**src/hw/audio_params.svh**
```systemverilog
`ifndef AUDIO_PARAMS_SVH
`define AUDIO_PARAMS_SVH

// output sample width, signed
`define AUDIO_W 16

// channel widths of the external sound chips
// AY pair (TurboSound) delivers 12 bits per side
`define TS_W 12
// SAA channel, also used for the covox byte
`define SAA_W 8

// low address byte of the sound related I/O ports
`define BEEPER_PORT 8'hFE
`define COVOX_PORT 8'hFB
`define SAA_PORT 8'hFF

// data bit of the FE write that drives the beeper
`define BEEPER_BIT 4

// soft-knee compressor
// slope divisor above the knee
`define COMP_F 4
// gain below the knee
`define COMP_A 2
// knee level, 32767*(F-1)/(F*A-1)+1
`define COMP_X 14044

`endif

```
**src/hw/audio_pkg.sv**
```systemverilog
`include "audio_params.svh"

package audio_pkg;

  // decoded I/O write operation, one per cycle
  // port_none means no write this cycle
  typedef enum logic [2:0] {
    port_none,
    port_beeper,
    port_covox,
    port_saa,
    port_ts
  } port_op_t;

  // mixed output sample, two's complement
  typedef logic signed [`AUDIO_W-1:0] sample_t;

endpackage

```
**src/hw/mix_if.sv**
```systemverilog
`include "audio_params.svh"

// channel levels from the sound latch to the mixer
// plain levels, the mixer samples them every cycle
interface mix_if;

  // AY pair output, already in the clk_28mhz domain
  logic [`TS_W-1:0] ts_l;
  logic [`TS_W-1:0] ts_r;

  // SAA output, resampled from its own clock
  logic [`SAA_W-1:0] saa_l;
  logic [`SAA_W-1:0] saa_r;

  // covox byte, same on both sides
  logic [`SAA_W-1:0] covox;

  // beeper bit from port FE
  logic beeper;

  // latch side
  modport source (
    output ts_l, ts_r, saa_l, saa_r, covox, beeper
  );

  // mixer side
  modport sink (
    input ts_l, ts_r, saa_l, saa_r, covox, beeper
  );

endinterface

```
**src/hw/audio_mixer.sv**
```systemverilog
`include "audio_params.svh"

module audio_mixer (
  input  logic               clk_28mhz,
  input  logic               rst,
  mix_if.sink                mix,
  output audio_pkg::sample_t audio_l,
  output audio_pkg::sample_t audio_r
);

  // largest magnitude the compressor can produce
  localparam int COMP_MAX = `COMP_X * `COMP_A + (32768 - `COMP_X) / `COMP_F;

  // stage one registers
  audio_pkg::sample_t pre_l;
  audio_pkg::sample_t pre_r;

  // one side of the pre-sum, wraps modulo 2^16
  // AY scaled by 16, SAA, covox and beeper by 64
  function automatic audio_pkg::sample_t presum(
    input logic [`TS_W-1:0]  ts,
    input logic [`SAA_W-1:0] saa,
    input logic [`SAA_W-1:0] covox,
    input logic              beeper
  );
    logic [15:0] sum;
    sum = {ts, 4'b0000}
        + {2'b00, saa, 6'b000000}
        + {2'b00, covox, 6'b000000}
        + {9'b000000000, beeper, 6'b000000};
    return audio_pkg::sample_t'(sum);
  endfunction

  // soft-knee compressor on the magnitude
  // gain A below the knee, slope 1/F above it
  function automatic audio_pkg::sample_t compress(input audio_pkg::sample_t x);
    logic [16:0] mag;
    logic [16:0] res;
    // 17 bits so that -32768 gives a clean 32768
    mag = x[15] ? (~{x[15], x} + 17'd1) : {1'b0, x};
    if (mag < 17'(`COMP_X)) begin
      res = 17'(mag * `COMP_A);
    end else begin
      res = 17'((mag - 17'(`COMP_X)) / `COMP_F + `COMP_X * `COMP_A);
    end
    // sign back, result wraps like the pre-sum
    return x[15] ? audio_pkg::sample_t'(~res[15:0] + 16'd1)
                 : audio_pkg::sample_t'(res[15:0]);
  endfunction

  // magnitude of an output sample
  function automatic int mag_of(input audio_pkg::sample_t s);
    return (s < 0) ? -int'(s) : int'(s);
  endfunction

  // stage one, sum of all sources per side
  always_ff @(posedge clk_28mhz) begin
    if (rst) begin
      pre_l <= '0;
      pre_r <= '0;
    end else begin
      pre_l <= presum(mix.ts_l, mix.saa_l, mix.covox, mix.beeper);
      pre_r <= presum(mix.ts_r, mix.saa_r, mix.covox, mix.beeper);
    end
  end

  // stage two, compress and register the outputs
  always_ff @(posedge clk_28mhz) begin
    if (rst) begin
      audio_l <= '0;
      audio_r <= '0;
    end else begin
      audio_l <= compress(pre_l);
      audio_r <= compress(pre_r);
    end
  end

  // outputs stay inside the compressor range
  assert property (@(posedge clk_28mhz) disable iff (rst)
    mag_of(audio_l) <= COMP_MAX && mag_of(audio_r) <= COMP_MAX);

endmodule

```
**src/hw/audio_top.sv**
```systemverilog
`include "audio_params.svh"

module audio_top (
  input  logic               clk_28mhz,
  input  logic               rst,
  input  logic [15:0]        cpu_addr,
  input  logic [7:0]         cpu_data,
  input  logic               iorq_n,
  input  logic               wr_n,
  input  logic [`TS_W-1:0]   ts_l,
  input  logic [`TS_W-1:0]   ts_r,
  input  logic [`SAA_W-1:0]  saa_l,
  input  logic [`SAA_W-1:0]  saa_r,
  output logic               saa_wr_n,
  output logic               ts_we,
  output logic               ts_bc,
  output audio_pkg::sample_t audio_l,
  output audio_pkg::sample_t audio_r
);

  // decoder to latch strobe and data
  audio_pkg::port_op_t wr_op;
  logic [7:0]          wr_data;

  // latched levels toward the mixer
  mix_if mix ();

  // bus decode and external chip strobes
  sound_port_decode u_decode (
    .clk_28mhz (clk_28mhz),
    .rst       (rst),
    .cpu_addr  (cpu_addr),
    .cpu_data  (cpu_data),
    .iorq_n    (iorq_n),
    .wr_n      (wr_n),
    .saa_wr_n  (saa_wr_n),
    .ts_we     (ts_we),
    .ts_bc     (ts_bc),
    .wr_op     (wr_op),
    .wr_data   (wr_data)
  );

  // beeper, covox and channel resampling
  sound_latch u_latch (
    .clk_28mhz (clk_28mhz),
    .rst       (rst),
    .wr_op     (wr_op),
    .wr_data   (wr_data),
    .ts_l      (ts_l),
    .ts_r      (ts_r),
    .saa_l     (saa_l),
    .saa_r     (saa_r),
    .mix       (mix.source)
  );

  // sum and compressor pipeline
  audio_mixer u_mixer (
    .clk_28mhz (clk_28mhz),
    .rst       (rst),
    .mix       (mix.sink),
    .audio_l   (audio_l),
    .audio_r   (audio_r)
  );

endmodule

```
**src/hw/sound_latch.sv**
```systemverilog
`include "audio_params.svh"

module sound_latch (
  input  logic                clk_28mhz,
  input  logic                rst,
  input  audio_pkg::port_op_t wr_op,
  input  logic [7:0]          wr_data,
  input  logic [`TS_W-1:0]    ts_l,
  input  logic [`TS_W-1:0]    ts_r,
  input  logic [`SAA_W-1:0]   saa_l,
  input  logic [`SAA_W-1:0]   saa_r,
  mix_if.source               mix
);

  // beeper and covox registers
  always_ff @(posedge clk_28mhz) begin
    if (rst) begin
      mix.beeper <= 1'b0;
      mix.covox  <= '0;
    end else begin
      case (wr_op)
        // only the beeper bit of FE matters here, border is elsewhere
        audio_pkg::port_beeper: mix.beeper <= wr_data[`BEEPER_BIT];
        audio_pkg::port_covox:  mix.covox  <= wr_data;
        // port_saa and port_ts go to the external chips
        default: ;
      endcase
    end
  end

  // resample the external chip outputs every cycle
  // SAA runs on its own clock, so this is the crossing into clk_28mhz
  // output levels change slowly, one flop is enough for audio
  always_ff @(posedge clk_28mhz) begin
    if (rst) begin
      mix.ts_l  <= '0;
      mix.ts_r  <= '0;
      mix.saa_l <= '0;
      mix.saa_r <= '0;
    end else begin
      mix.ts_l  <= ts_l;
      mix.ts_r  <= ts_r;
      mix.saa_l <= saa_l;
      mix.saa_r <= saa_r;
    end
  end

  // covox moves only right after a covox write
  assert property (@(posedge clk_28mhz) disable iff (rst)
    $changed(mix.covox) |-> $past(wr_op) == audio_pkg::port_covox);

endmodule

```
**src/hw/sound_port_decode.sv**
```systemverilog
`include "audio_params.svh"

module sound_port_decode (
  input  logic                clk_28mhz,
  input  logic                rst,
  input  logic [15:0]         cpu_addr,
  input  logic [7:0]          cpu_data,
  input  logic                iorq_n,
  input  logic                wr_n,
  output logic                saa_wr_n,
  output logic                ts_we,
  output logic                ts_bc,
  output audio_pkg::port_op_t wr_op,
  output logic [7:0]          wr_data
);

  // I/O write in progress on the CPU bus
  logic io_wr;
  // TurboSound select, A15 high, A1 low, A0 high
  logic ts_sel;
  // operation for this bus cycle, before the register
  audio_pkg::port_op_t op_next;

  assign io_wr  = !iorq_n && !wr_n;
  assign ts_sel = cpu_addr[15] && !cpu_addr[1] && cpu_addr[0];

  // strobes to the external chips, straight from the bus
  assign saa_wr_n = !(io_wr && cpu_addr[7:0] == `SAA_PORT);
  assign ts_we    = io_wr && ts_sel;
  // BC selects address or data register on the AY pair
  assign ts_bc    = cpu_addr[14];

  // port classification by low address byte
  // the four cases never overlap, FE has A0 low, FB and FF have A1 high
  always_comb begin
    op_next = audio_pkg::port_none;
    if (io_wr) begin
      if (cpu_addr[7:0] == `BEEPER_PORT) begin
        op_next = audio_pkg::port_beeper;
      end else if (cpu_addr[7:0] == `COVOX_PORT) begin
        op_next = audio_pkg::port_covox;
      end else if (cpu_addr[7:0] == `SAA_PORT) begin
        op_next = audio_pkg::port_saa;
      end else if (ts_sel) begin
        op_next = audio_pkg::port_ts;
      end
    end
  end

  // one cycle strobe to the latch
  // a long bus write repeats the same op, which is harmless
  always_ff @(posedge clk_28mhz) begin
    if (rst) begin
      wr_op <= audio_pkg::port_none;
    end else begin
      wr_op <= op_next;
    end
  end

  // data travels alongside the op, only looked at when op is not none
  always_ff @(posedge clk_28mhz) begin
    wr_data <= cpu_data;
  end

  // an op only ever follows a bus write cycle
  assert property (@(posedge clk_28mhz) disable iff (rst)
    !$past(io_wr) |-> wr_op == audio_pkg::port_none);

  // SAA and AY pair are never written in the same cycle
  assert property (@(posedge clk_28mhz)
    !(ts_we && !saa_wr_n));

endmodule

```
**config.mk**
```make
export PLATFORM = sky130hd
export DESIGN_NAME = audio_top
export DESIGN_NICKNAME = d
export VERILOG_FILES = /design/src/hw/audio_pkg.sv /design/src/hw/mix_if.sv /design/src/hw/audio_mixer.sv /design/src/hw/audio_top.sv /design/src/hw/sound_latch.sv /design/src/hw/sound_port_decode.sv
export VERILOG_INCLUDE_DIRS = /design/src /design/src/hw
export SDC_FILE = /design/constraint.sdc
export NUM_CORES = 1
export LEC_CHECK = 0
export CORE_ASPECT_RATIO = 1.2
export CORE_MARGIN = 5
export CORE_UTILIZATION = 58
export CTS_CLUSTER_DIAMETER = 150
export CTS_CLUSTER_SIZE = 25
export DETAILED_ROUTE_END_ITERATION = 6
export DONT_BUFFER_PORTS = 1
export GPL_TIMING_DRIVEN = 0
export PLACE_DENSITY = 0.76
export SETUP_SLACK_MARGIN = 0.3
export SYNTH_ARGS = -nofsm -noshare
export SYNTH_HDL_FRONTEND = slang
export SYNTH_SLANG_ARGS = --single-unit
```
**constraint.sdc**
```tcl
create_clock -name clk_28mhz -period 4 [get_ports clk_28mhz]
set_input_delay 1 -clock clk_28mhz [delete_from_list [all_inputs] [get_ports clk_28mhz]]
set_output_delay 1 -clock clk_28mhz [all_outputs]
set_load 0.02 [all_outputs]
```
==> flow_metrics.tcl, run 1 <==
set metrics [dict create \
    run_status "complete, no violations" \
    start_kind "flip-flop" \
    finalHoldViolations 0 \
    number_of_antenna_violations_at_the_first_check_in_global_routing 1 \
    yosys.area.top_type_share 0.3360 \
    post-layout-total-power_mw 3.930 \
    clkSlewWorstSetupHoldPaths_ns 0.06 \
    cts_made_buffers 17 \
    max_cap_violations 0 \
    detailroute.via_count 5877 \
    synth_edf_count 0 \
    critical_path.n_buffers_inverters 2 \
    cts_tree "built" \
    netlist_instances 769 \
    achievable-frequency_mhz 276.5 \
    track_usage 0.2567 \
    number_of_input_and_output_port_buffers_inserted 0 \
    critical_path.cell_chain "buf_4, inv_2, ha_4, or4b_4, o211a_1, or4_4, a21o_4, o211ai_1, nand2_2, and4_1, a211o_4, o41ai_4, mux2i_1" \
    synth_flop_cell "sky130_fd_sc_hd__dfxtp_1" \
    most_frequent_cells_in_the_layout "sky130_fd_sc_hd__dfxtp_1, sky130_fd_sc_hd__nor2_1, sky130_fd_sc_hd__nor2b_1, sky130_fd_sc_hd__xnor2_1, sky130_fd_sc_hd__nand2_1" \
    crit_slowest_cell "sky130_fd_sc_hd__or4b_4" \
    pwr_density_cell_mw_per_mm2 476.3 \
    ioPinCount 103 \
    timing.final.max_slew_violations 0 \
    clk_path_buf_depth 2 \
    minimum_hold_slack_ns 0.4502 \
    fin_worst_skew_ns 0.007365 \
    chipHeight_um 129.6 \
    layout_commonest_cell "sky130_fd_sc_hd__dfxtp_1" \
    syn_nets 895 \
    post_synth_main_area_contributors "sky130_fd_sc_hd__dfxtp_1, sky130_fd_sc_hd__ha_1, sky130_fd_sc_hd__xnor2_1" \
    timing_worst_slew_pin_value_ns 0.8530 \
    path_delay_family "simple AND/OR/NAND/NOR gates" \
    grt_pass1_vias 5778 \
    grt_setup_unrepaired "yes" \
    ys_seq_area_frac 0.3360 \
    fp.dieW_um 109.7 \
    ratio_of_cells_with_drive_above_1_in_the_final_layout 0.1724 \
    critPathMaxFanout 10 \
    design.final.nets 931 \
    cell_taking_the_most_area_after_synthesis "sky130_fd_sc_hd__dfxtp_1" \
    synthesis.yosys.warnings 0 \
    ys_async_sr_fraction 0 \
    number_of_iterations_in_the_first_detailed_routing_pass 5 \
    detail_route.drc_violations 0 \
    cts_hold_buffers 0 \
    crit_path_end_kind "flip-flop" \
    worst-setup-path-type "flip-flop to flip-flop" \
    first_iter_violations 385 \
    maxSlewHeadroom 0.4272 \
    synthDistinctLibCells 78 \
    clock_sinks 116 \
    insertion_delay_ns 0.42 \
    fin_area_mm2 0.008250 \
    die_area_mm2 0.01421 \
    grt_max_degree 17 \
    placeableCoreArea_mm2 0.01162 \
    route.antenna.remaining_nets 0 \
    detail_route.wirelength_mm 18.17 \
    area_growth_pct 19.37 \
    grt_first_pass_wirelength_mm 28.35 \
    cts_root_buffer "sky130_fd_sc_hd__clkbuf_16" \
    avgSynthCellArea_um2 8.988 \
    cp_slowest_stage_delay_ns 0.53 \
    fin_util 0.7099 \
    netlist_area_mm2 0.006912 \
    gp_congestion 0.8972 \
    initial_core_util 0.5947 \
    overflow 0 \
    setup-violations-final 0 \
    dpl.hpwl_mm 13.04 \
    ctsHtreeMaxLevel 4 \
    hold_class "flip-flop to flip-flop" \
    fp-row-count 43 \
    endpoint_required_time_on_the_critical_path_ns 4.34 \
    fin_crit_ns 3.617 \
    routed_via_density 6.022 \
    placed_area_mm2 0.007131 \
    vdd.ir_drop.worst_v 0.0003102 \
    wire_per_inst_um 18.62 \
    p_leak_nw 3.415 \
    ys_seq_elements 116 \
    crit_share_post_route 0.9042 \
    endpoint_arrival_time_on_the_critical_path_ns 3.96 \
]
==> through the flow <==
step	cells	TNS (ns)	setup slack [ns]
global route	976	0	0.2002
floorplan	769	0	0.2882
detailed placement	926	-2.299	-0.3830
finish	976	0	0.3833
global placement	926	-1.705	-0.3146
CTS	967	0	0.3160
==> flip-flops by register name, summed over array words and instances (netlist names), 8 cells and up <==
signal,cells
u_latch.mix.saa_l,8
u_decode.wr_data,8
u_latch.mix.covox,8
u_latch.mix.saa_r,8
u_latch.mix.ts_l,12
u_mixer.audio_r,16
u_mixer.pre_r,12
u_mixer.pre_l,12
u_latch.mix.ts_r,12
u_mixer.audio_l,16
==> cell type report <==
type / instances / area, um^2
fillers: 902 / 3371
well taps: 157 / 196.4
diodes: 1 / 2.502
multi-input cells: 597 / 4715
clock buffers: 18 / 439.2
flip-flops and latches: 116 / 2326
inverters: 17 / 72.57
repair buffers: 17 / 131.4
plain buffers: 39 / 202.7
clock inverters: 14 / 165.2
==> cell usage after synthesis, types with 9 or more instances <==
| cell type | number |
|---|---|
| sky130_fd_sc_hd__a21oi_1 | 44 |
| sky130_fd_sc_hd__o21ai_0 | 29 |
| sky130_fd_sc_hd__a21o_1 | 17 |
| sky130_fd_sc_hd__xor2_1 | 21 |
| sky130_fd_sc_hd__nor2_1 | 65 |
| sky130_fd_sc_hd__ha_1 | 40 |
| sky130_fd_sc_hd__mux2i_1 | 16 |
| sky130_fd_sc_hd__clkbuf_1 | 27 |
| sky130_fd_sc_hd__inv_1 | 15 |
| sky130_fd_sc_hd__nand2_1 | 48 |
| sky130_fd_sc_hd__nor2b_1 | 54 |
| sky130_fd_sc_hd__fa_1 | 18 |
| sky130_fd_sc_hd__and2_1 | 9 |
| sky130_fd_sc_hd__xnor2_1 | 52 |
| sky130_fd_sc_hd__nor3_1 | 19 |
| sky130_fd_sc_hd__dfxtp_1 | 116 |
| sky130_fd_sc_hd__a31oi_1 | 10 |
| sky130_fd_sc_hd__nand2b_1 | 13 |
| sky130_fd_sc_hd__nand3_1 | 11 |
==> worst register-to-register path, cell delays in order, from the launching register on <==
cell and delay, ns:
sky130_fd_sc_hd__dfxtp_1 0.30, sky130_fd_sc_hd__buf_4 0.18, sky130_fd_sc_hd__inv_2 0.09, sky130_fd_sc_hd__ha_4 0.17, sky130_fd_sc_hd__or4b_4 0.53, sky130_fd_sc_hd__o211a_1 0.17, sky130_fd_sc_hd__or4_4 0.47, sky130_fd_sc_hd__a21o_4 0.26
sky130_fd_sc_hd__o211ai_1 0.14, sky130_fd_sc_hd__nand2_2 0.13, sky130_fd_sc_hd__and4_1 0.23, sky130_fd_sc_hd__a211o_4 0.32, sky130_fd_sc_hd__o41ai_4 0.35, sky130_fd_sc_hd__mux2i_1 0.21
==> kinds of logic (layout without fill, tap and decap cells) <==
logic type,count (synthesis),in the layout,synth area share
xor+xnor,74,74,0.09595
flops,116,116,0.3360
compound gates,179,179,0.1794
other cells,0,1,0
buf+inv,56,105,0.03259
simple gates,268,268,0.2051
mux,18,18,0.02643
fa+ha+maj,58,58,0.1245
==> metal layers <==
| layer | vias up | global-route usage | wire length [um] |
|---|---|---|---|
| li1 | 2780 | - | - |
| met1 | 2781 | 0.3163 | 7178 |
| met2 | 272 | 0.4463 | 9231 |
| met3 | 44 | 0.04634 | 1314 |
| met4 | 0 | 0.09244 | 445 |
| met5 | - | 0 | 0 |
==> worst paths after layout <==
check	startpoint	endpoint	slack (ns)	cells past startpoint
setup / recovery	u_mixer.pre_l[4]	u_mixer.audio_l[13]	0.38	13
hold reg to reg	u_latch.mix.ts_r[1]	u_mixer.pre_r[5]	0.45	1
setup reg to reg	u_mixer.pre_l[4]	u_mixer.audio_l[13]	0.38	13
hold / removal	u_latch.mix.ts_r[1]	u_mixer.pre_r[5]	0.45	1
==> power breakdown <==
group	internal, mW	leakage [nW]	switching (mW)
logic	0.422	2.17	0.605
registers	1.24	0.960	0.0988
clock network	0.952	0.284	0.608
==> timing repair <==
action | CTS | global route
setup endpoints to repair | 19 | 14
setup buffers | 9 | 8
resized for setup | 44 | 49
pin swaps | 9 | 18
Power figures use the tool's default switching activity.
==> run 2, diff against run 1 <==
--- a/config.mk
+++ b/config.mk
@@ -6,6 +6,7 @@
 export SDC_FILE = /design/constraint.sdc
 export NUM_CORES = 1
 export LEC_CHECK = 0
+export ABC_AREA = 1
 export CORE_ASPECT_RATIO = 1.2
 export CORE_MARGIN = 5
 export CORE_UTILIZATION = 58
==> run 2 against run 1 <==
  * First-iteration DRC count is 47% lower
  * Setup slack improved by 0.36 ns
  * Wire length is 24% lower
  * Critical path type unchanged
  * Critical endpoint is now u_mixer.pre_l[15]
==> flow_metrics.tcl, run 2 <==
set metrics [dict create \
    clock_sinks 116 \
    path_common_cell "sky130_fd_sc_hd__nor2_1" \
    post_synth_main_area_contributors "sky130_fd_sc_hd__dfxtp_1, sky130_fd_sc_hd__nand2_1, sky130_fd_sc_hd__ha_1" \
    crit_slowest_cell "sky130_fd_sc_hd__dfxtp_1" \
    pwr_density_cell_mw_per_mm2 486.0 \
    syn_nets 1042 \
    fin_area_mm2 0.007284 \
    post_cts.repair.setup_buffers 0 \
    fin_worst_skew_ns 0.006396 \
    ys_seq_area_frac 0.3541 \
    grt_use_met3 0.06352 \
    placement.setup.worst_slack_ns 0.8060 \
    finalWorstSetupSlack_ns 0.7449 \
    detailroute.via_count 5538 \
    area_growth_pct 11.06 \
    cell_taking_the_most_area_after_synthesis "sky130_fd_sc_hd__dfxtp_1" \
    grt.busiest_layer "met2" \
    detail_route.drc_violations 0 \
    layout_cells_excl_fill 1079 \
    achievable-frequency_mhz 307.2 \
    ctsResizeCount 0 \
    endpoint_required_time_on_the_critical_path_ns 4.35 \
    synth_edf_count 0 \
    grt_first_pass_wirelength_mm 22.84 \
    routed_via_density 5.133 \
    number_of_input_and_output_port_buffers_inserted 0 \
    fin_crit_ns 3.255 \
    finalHoldViolations 0 \
    synth_common_cells "sky130_fd_sc_hd__nand2_1, sky130_fd_sc_hd__nor2_1, sky130_fd_sc_hd__inv_1" \
    layout_commonest_cell "sky130_fd_sc_hd__nand2_1" \
    detail_route.wirelength_mm 13.76 \
    grt_util_met1 0.2471 \
    grt_pass1_vias 5213 \
    crit_path_end_kind "flip-flop" \
    vdd.ir_drop.worst_v 0.0003563 \
    p_leak_nw 3.726 \
    crit_share_post_route 0.8138 \
    critPathMaxFanout 3 \
    cts_root_buffer "sky130_fd_sc_hd__clkbuf_16" \
    fin_tns_setup_ns 0 \
    fp.dieW_um 107.1 \
    overflow 0 \
    yosys.area.top_type_share 0.3541 \
    numPlacedInstances 1048 \
    cts_tree "built" \
    cts_hold_buffers 0 \
    placeableCoreArea_mm2 0.01104 \
    clkSlewWorstSetupHoldPaths_ns 0.06 \
    critical_path.cell_chain "fa_1, ha_1, ha_1, fa_1, a21oi_1, nor2_1, nor2_1, nor2_1, nor2_1, inv_1, a21oi_1, nor2_1, nor2_1, inv_1, a21oi_1, o21ai_0, a21oi_1" \
    clk_path_buf_depth 2 \
    fin_util 0.6601 \
    minimum_hold_slack_ns 0.3992 \
    first_iter_violations 204 \
    wire_per_inst_um 12.75 \
    die_area_mm2 0.01354 \
    number_of_antenna_violations_at_the_first_check_in_global_routing 0 \
    run_status "complete, no violations" \
    grt_max_degree 17 \
    hold_class "flip-flop to flip-flop" \
    avgSynthCellArea_um2 7.160 \
    track_usage 0.2106 \
    ys_async_sr_fraction 0 \
    most_common_cell_in_the_netlist "sky130_fd_sc_hd__nand2_1" \
    timing_worst_slew_pin_value_ns 0.6284 \
    worst-setup-path-type "flip-flop to flip-flop" \
    maxSlewHeadroom 0.5778 \
    synthDistinctLibCells 41 \
    ys_seq_elements 116 \
    chipHeight_um 126.5 \
    route.antenna.remaining_nets 0 \
    setup-violations-final 0 \
    ratio_of_cells_with_drive_above_1_in_the_final_layout 0.08976 \
    insertion_delay_ns 0.42 \
    fp-row-count 42 \
    placed_area_mm2 0.006724 \
    netlist_area_mm2 0.006559 \
    max_cap_violations 0 \
    initial_core_util 0.5943 \
    synth_flop_cell "sky130_fd_sc_hd__dfxtp_1" \
    number_of_iterations_in_the_first_detailed_routing_pass 4 \
    design.final.nets 1061 \
    grt_setup_unrepaired "no" \
    netlist_instances 916 \
    synthesis.yosys.warnings 0 \
    start_kind "flip-flop" \
    most_frequent_cells_in_the_layout "sky130_fd_sc_hd__nand2_1, sky130_fd_sc_hd__nor2_1, sky130_fd_sc_hd__inv_1, sky130_fd_sc_hd__dfxtp_1, sky130_fd_sc_hd__nand3_1" \
    cts_made_buffers 17 \
    dpl.hpwl_mm 10.71 \
    timing.final.max_slew_violations 0 \
    ioPinCount 103 \
    cp_slowest_stage_delay_ns 0.47 \
    largestRegisters "u_mixer.audio_l x16, u_mixer.audio_r x16" \
    endpoint_arrival_time_on_the_critical_path_ns 3.61 \
    gp_congestion 0.9122 \
    post-layout-total-power_mw 3.540 \
    met2_track_usage_gr 0.3676 \
    antenna_cells 0 \
    ctsHtreeMaxLevel 4 \
]
-- run 2: cell types whose count changed in the layout (fill, tap and decap cells not counted), sizes merged, moves of 13 or more --
| cell | before | now |
|---|---|---|
| a21o | 18 | 0 |
| buf | 31 | 14 |
| clkbuf | 43 | 25 |
| inv | 22 | 135 |
| mux2i | 16 | 0 |
| nand2 | 50 | 215 |
| nand2b | 13 | 0 |
| nand3 | 11 | 74 |
| nor2 | 65 | 140 |
| nor2b | 54 | 0 |
| xnor2 | 52 | 3 |
-- run 2: power breakdown --
group          internal [mW]  switching (mW)
sequential              1.25          0.0955
combinational          0.258           0.507
clock                  0.879           0.554
total                   2.38            1.16
-- run 2: final timing paths --
kind	start	to	slack, ns	cells after the start
max	u_latch.mix.covox[1]	u_mixer.pre_l[15]	0.74	17
min	u_latch.mix.ts_r[1]	u_mixer.pre_r[5]	0.40	2
max reg2reg	u_latch.mix.covox[1]	u_mixer.pre_l[15]	0.74	17
min reg2reg	u_latch.mix.ts_r[1]	u_mixer.pre_r[5]	0.40	2
-- run 2: routing by layer --
metal  vias to the layer above  part of all wire
met1                      2440              0.44
li1                       2928                 -
met2                       144              0.48
met4                         0             0.019
met5                         -                 0
met3                        26             0.056
-- run 2: critical path, delay by kind of cell, from the launching register on --
kind,cells,cell delay (ns)
compound gates,5,0.78
fa+ha+maj,4,1.39
buf+inv,2,0.09
flops,1,0.47
simple gates,6,0.45
-- run 2: final cells by class --
cell class	count	area (um^2)
Fill cell	951	3751
Multi-Input combinational cell	645	3628
Sequential cell	116	2322
Inverter	135	506.7
Clock buffer	19	452.9
Tap cell	132	165.2
Clock inverter	12	107.6
Buffer	20	101.3
-- run 2: logic make-up after synthesis --
family | count (synthesis) | share of synthesized area
AOI/OAI and AO/OA | 107 | 0.08966
buffers and inverters | 155 | 0.09271
adders and majority gates | 58 | 0.1312
xor gates and xnor gates | 16 | 0.02595
and+or+nand+nor | 464 | 0.3064
DFF | 116 | 0.3541
==> run 3, diff against run 2 <==
--- a/config.mk
+++ b/config.mk
@@ -9,13 +9,13 @@
 export ABC_AREA = 1
 export CORE_ASPECT_RATIO = 1.2
 export CORE_MARGIN = 5
-export CORE_UTILIZATION = 58
+export CORE_UTILIZATION = 64
 export CTS_CLUSTER_DIAMETER = 150
 export CTS_CLUSTER_SIZE = 25
 export DETAILED_ROUTE_END_ITERATION = 6
 export DONT_BUFFER_PORTS = 1
 export GPL_TIMING_DRIVEN = 0
-export PLACE_DENSITY = 0.76
+export PLACE_DENSITY = 0.8
 export SETUP_SLACK_MARGIN = 0.3
 export SYNTH_ARGS = -nofsm -noshare
 export SYNTH_HDL_FRONTEND = slang
==> constraint.sdc (replaced) <==
create_clock -name clk_28mhz -period 3 [get_ports clk_28mhz]
set_input_delay 0.75 -clock clk_28mhz [delete_from_list [all_inputs] [get_ports clk_28mhz]]
set_output_delay 0.75 -clock clk_28mhz [all_outputs]
set_load 0.02 [all_outputs]
==> run 3 against run 2 <==
  * The flow now finishes with violations (DRC, setup timing)
  * Global-route usage grew 9.0 points
  * Power is 54% higher
  * Sequential cell count unchanged
  * Sequential share of layout area down 4.8 points
  * Final cell count grew 5.0%
  * Worst hold slack got worse by 0.049 ns
  * Die area shrank 8.6%
  * Register-to-register slack got worse by 0.86 ns
  * Core utilization increased by 20 points
  * Setup slack got worse by 0.86 ns
  * Clock power is 41% higher
  * Critical path depth stayed put
==> flow_metrics.tcl, run 3 (synthesized netlist as in run 2, its figures left out) <==
set metrics [dict create \
    endpoint_arrival_time_on_the_critical_path_ns 3.47 \
    layout_commonest_cell "sky130_fd_sc_hd__nand2_1" \
    cp_slowest_stage_delay_ns 0.54 \
    hold_path.startpoint "cpu_data[2]" \
    dpl.hpwl_mm 11.70 \
    achievable-frequency_mhz 321.5 \
    wl_met2_mm 10.57 \
    maxSlewHeadroom 0.5062 \
    path_delay_family "adder cells" \
    wire_per_inst_um 18.29 \
    number_of_iterations_in_the_first_detailed_routing_pass 7 \
    start_kind "flip-flop" \
    share_clk_of_total_power 0.369 \
    fin_crit_ns 3.110 \
    switching_share 0.3553 \
    first_iter_violations 511 \
    vdd.ir_drop.worst_v 0.0005141 \
    grt_max_degree 17 \
    p_leak_nw 4.140 \
    crit_slowest_cell "sky130_fd_sc_hd__fa_2" \
    grt_pass1_vias 6361 \
    finalWorstSetupSlack_ns -0.1101 \
    timing_worst_slew_pin_value_ns 0.7407 \
    path_common_cell "sky130_fd_sc_hd__nor2_1" \
    run_status "finished with violations" \
    route.antenna.remaining_nets 0 \
    antenna_cells 0 \
    routed_via_density 5.954 \
    initial_core_util 0.6552 \
    ioPinCount 103 \
    clock_sinks 116 \
    detailroute.via_count 6746 \
    placeableCoreArea_mm2 0.01001 \
    power.switching_mw 1.937 \
    max_cap_violations 0 \
    fin_tns_setup_ns -0.1402 \
    die_area_mm2 0.01238 \
    setup-violations-final 2 \
    ratio_of_cells_with_drive_above_1_in_the_final_layout 0.3009 \
    pwr_density_cell_mw_per_mm2 631.0 \
    finalHoldViolations 0 \
    number_of_input_and_output_port_buffers_inserted 0 \
    overflow 0 \
    cts_tree "built" \
    area_growth_pct 31.71 \
    hold_class "input port to flip-flop" \
    timing.final.max_slew_violations 0 \
    ctsHtreeMaxLevel 4 \
    clkSlewWorstSetupHoldPaths_ns 0.06 \
    detail_route.wirelength_mm 20.72 \
    insertion_delay_ns 0.42 \
    endpoint_required_time_on_the_critical_path_ns 3.36 \
    fin_worst_skew_ns 0.006755 \
    cts_hold_buffers 0 \
    crit_share_post_route 1.037 \
    minimum_hold_slack_ns 0.3504 \
    cts_made_buffers 17 \
    grt_first_pass_wirelength_mm 28.95 \
    number_of_antenna_violations_at_the_first_check_in_global_routing 0 \
    design.final.nets 1120 \
    fp-row-count 40 \
    reg_to_reg_startpoint "u_latch.mix.covox[1]" \
    crit_path_end_kind "flip-flop" \
    register_area_mm2 0.002342 \
    worst-setup-path-type "flip-flop to flip-flop" \
    top_layer "met4" \
    failed_checks "DRC, setup timing" \
    comb_power_share 0.303 \
    clk_path_buf_depth 2 \
    most_frequent_cells_in_the_layout "sky130_fd_sc_hd__nand2_1, sky130_fd_sc_hd__nor2_1, sky130_fd_sc_hd__inv_1, sky130_fd_sc_hd__dfxtp_1" \
    grt_setup_unrepaired "yes" \
    met3WireLength_mm 1.703 \
    track_usage 0.3008 \
    critical_path.n_buffers_inverters 3 \
    nFillCells 554 \
    multi_input_comb_area_mm2 0.004462 \
    chipHeight_um 120.9 \
    seqPwrFrac 0.329 \
    detail_route.drc_violations 1 \
    placed_area_mm2 0.006731 \
    critical_path.cell_chain "buf_4, buf_6, fa_2, ha_4, ha_4, fa_2, a31oi_4, nor2_1, nor2_1, o21bai_1, nand2_1, inv_2, nor2_1, nor2_1, nor2_1, o21ai_1, a21oi_1" \
    cts_root_buffer "sky130_fd_sc_hd__clkbuf_16" \
    gp_congestion 0.8849 \
    detail_route.wirelength.met1_mm 7.250 \
    critical_path.startpoint "u_latch.mix.covox[1]" \
    largestRegisters "u_mixer.audio_l x16, u_mixer.audio_r x16" \
    power_report.internal_total_mw 3.514 \
    critPathMaxFanout 3 \
    fp.dieW_um 102.4 \
    fin_area_mm2 0.008638 \
]
run 3: changes by cell type in the layout (fill, tap and decap cells not counted), moves of 14 or more:
cell                      change
sky130_fd_sc_hd__nand3_2     +14
sky130_fd_sc_hd__inv_1       -14
sky130_fd_sc_hd__nor2_1      -15
sky130_fd_sc_hd__nand3_1     -18
sky130_fd_sc_hd__buf_4       +47
sky130_fd_sc_hd__nand2_1     -50
sky130_fd_sc_hd__nand2_2     +37
run 3: metrics by stage:
step	util	worst slack [ns]	cells	total power, mW
floorplan	-	0.2932	916	2.644
CTS	0.7900	0.09939	1109	5.009
finish	0.8630	-0.1101	1133	5.451
detailed placement	0.6725	-0.06834	1042	2.858
global route	0.8630	-0.2257	1133	5.667
global placement	0.6725	-0.004833	1042	2.820
run 3: worst paths after layout:
check | endpoint | slack (ns) | cells past startpoint
max reg2reg | u_mixer.pre_r[15] | -0.11 | 17
min reg2reg | u_mixer.pre_l[4] | 0.40 | 2
min | u_decode.wr_data[2] | 0.35 | 0
max | u_mixer.pre_r[15] | -0.11 | 17
run 3: cell type report:
| cell class | count | share of cell area |
|---|---|---|
| inverter | 135 | 0.05953 |
| multi-input combinational | 646 | 0.5165 |
| clock inverter | 12 | 0.01506 |
| sequential | 116 | 0.2711 |
| timing repair buffer | 58 | 0.05475 |
| clock buffer | 20 | 0.05171 |
| tap | 126 | 0.01825 |
| buffer | 20 | 0.01304 |
run 3: metal layers:
layer | vias to the layer above | GRT usage
li1 | 3055 | -
met1 | 3124 | 0.3202
met5 | - | 0
met2 | 452 | 0.5362
met4 | 0 | 0.1698
met3 | 115 | 0.06728
run 3: timing repair:
action,4_1_cts,5_1_grt
gates resized for setup,85,145
cloned,0,1
setup buffers,35,23
setup endpoints to repair,25,29
pin swaps,36,59
run 3: power groups by stage:
stage | sequential, mW | clock (mW) | combinational (mW)
floorplan | 1.81 | 0 | 0.836
global placement | 1.82 | 0 | 0.998
detailed placement | 1.83 | 0 | 1.03
CTS | 1.79 | 1.97 | 1.24
global route | 1.81 | 2.09 | 1.77
finish | 1.79 | 2.01 | 1.65
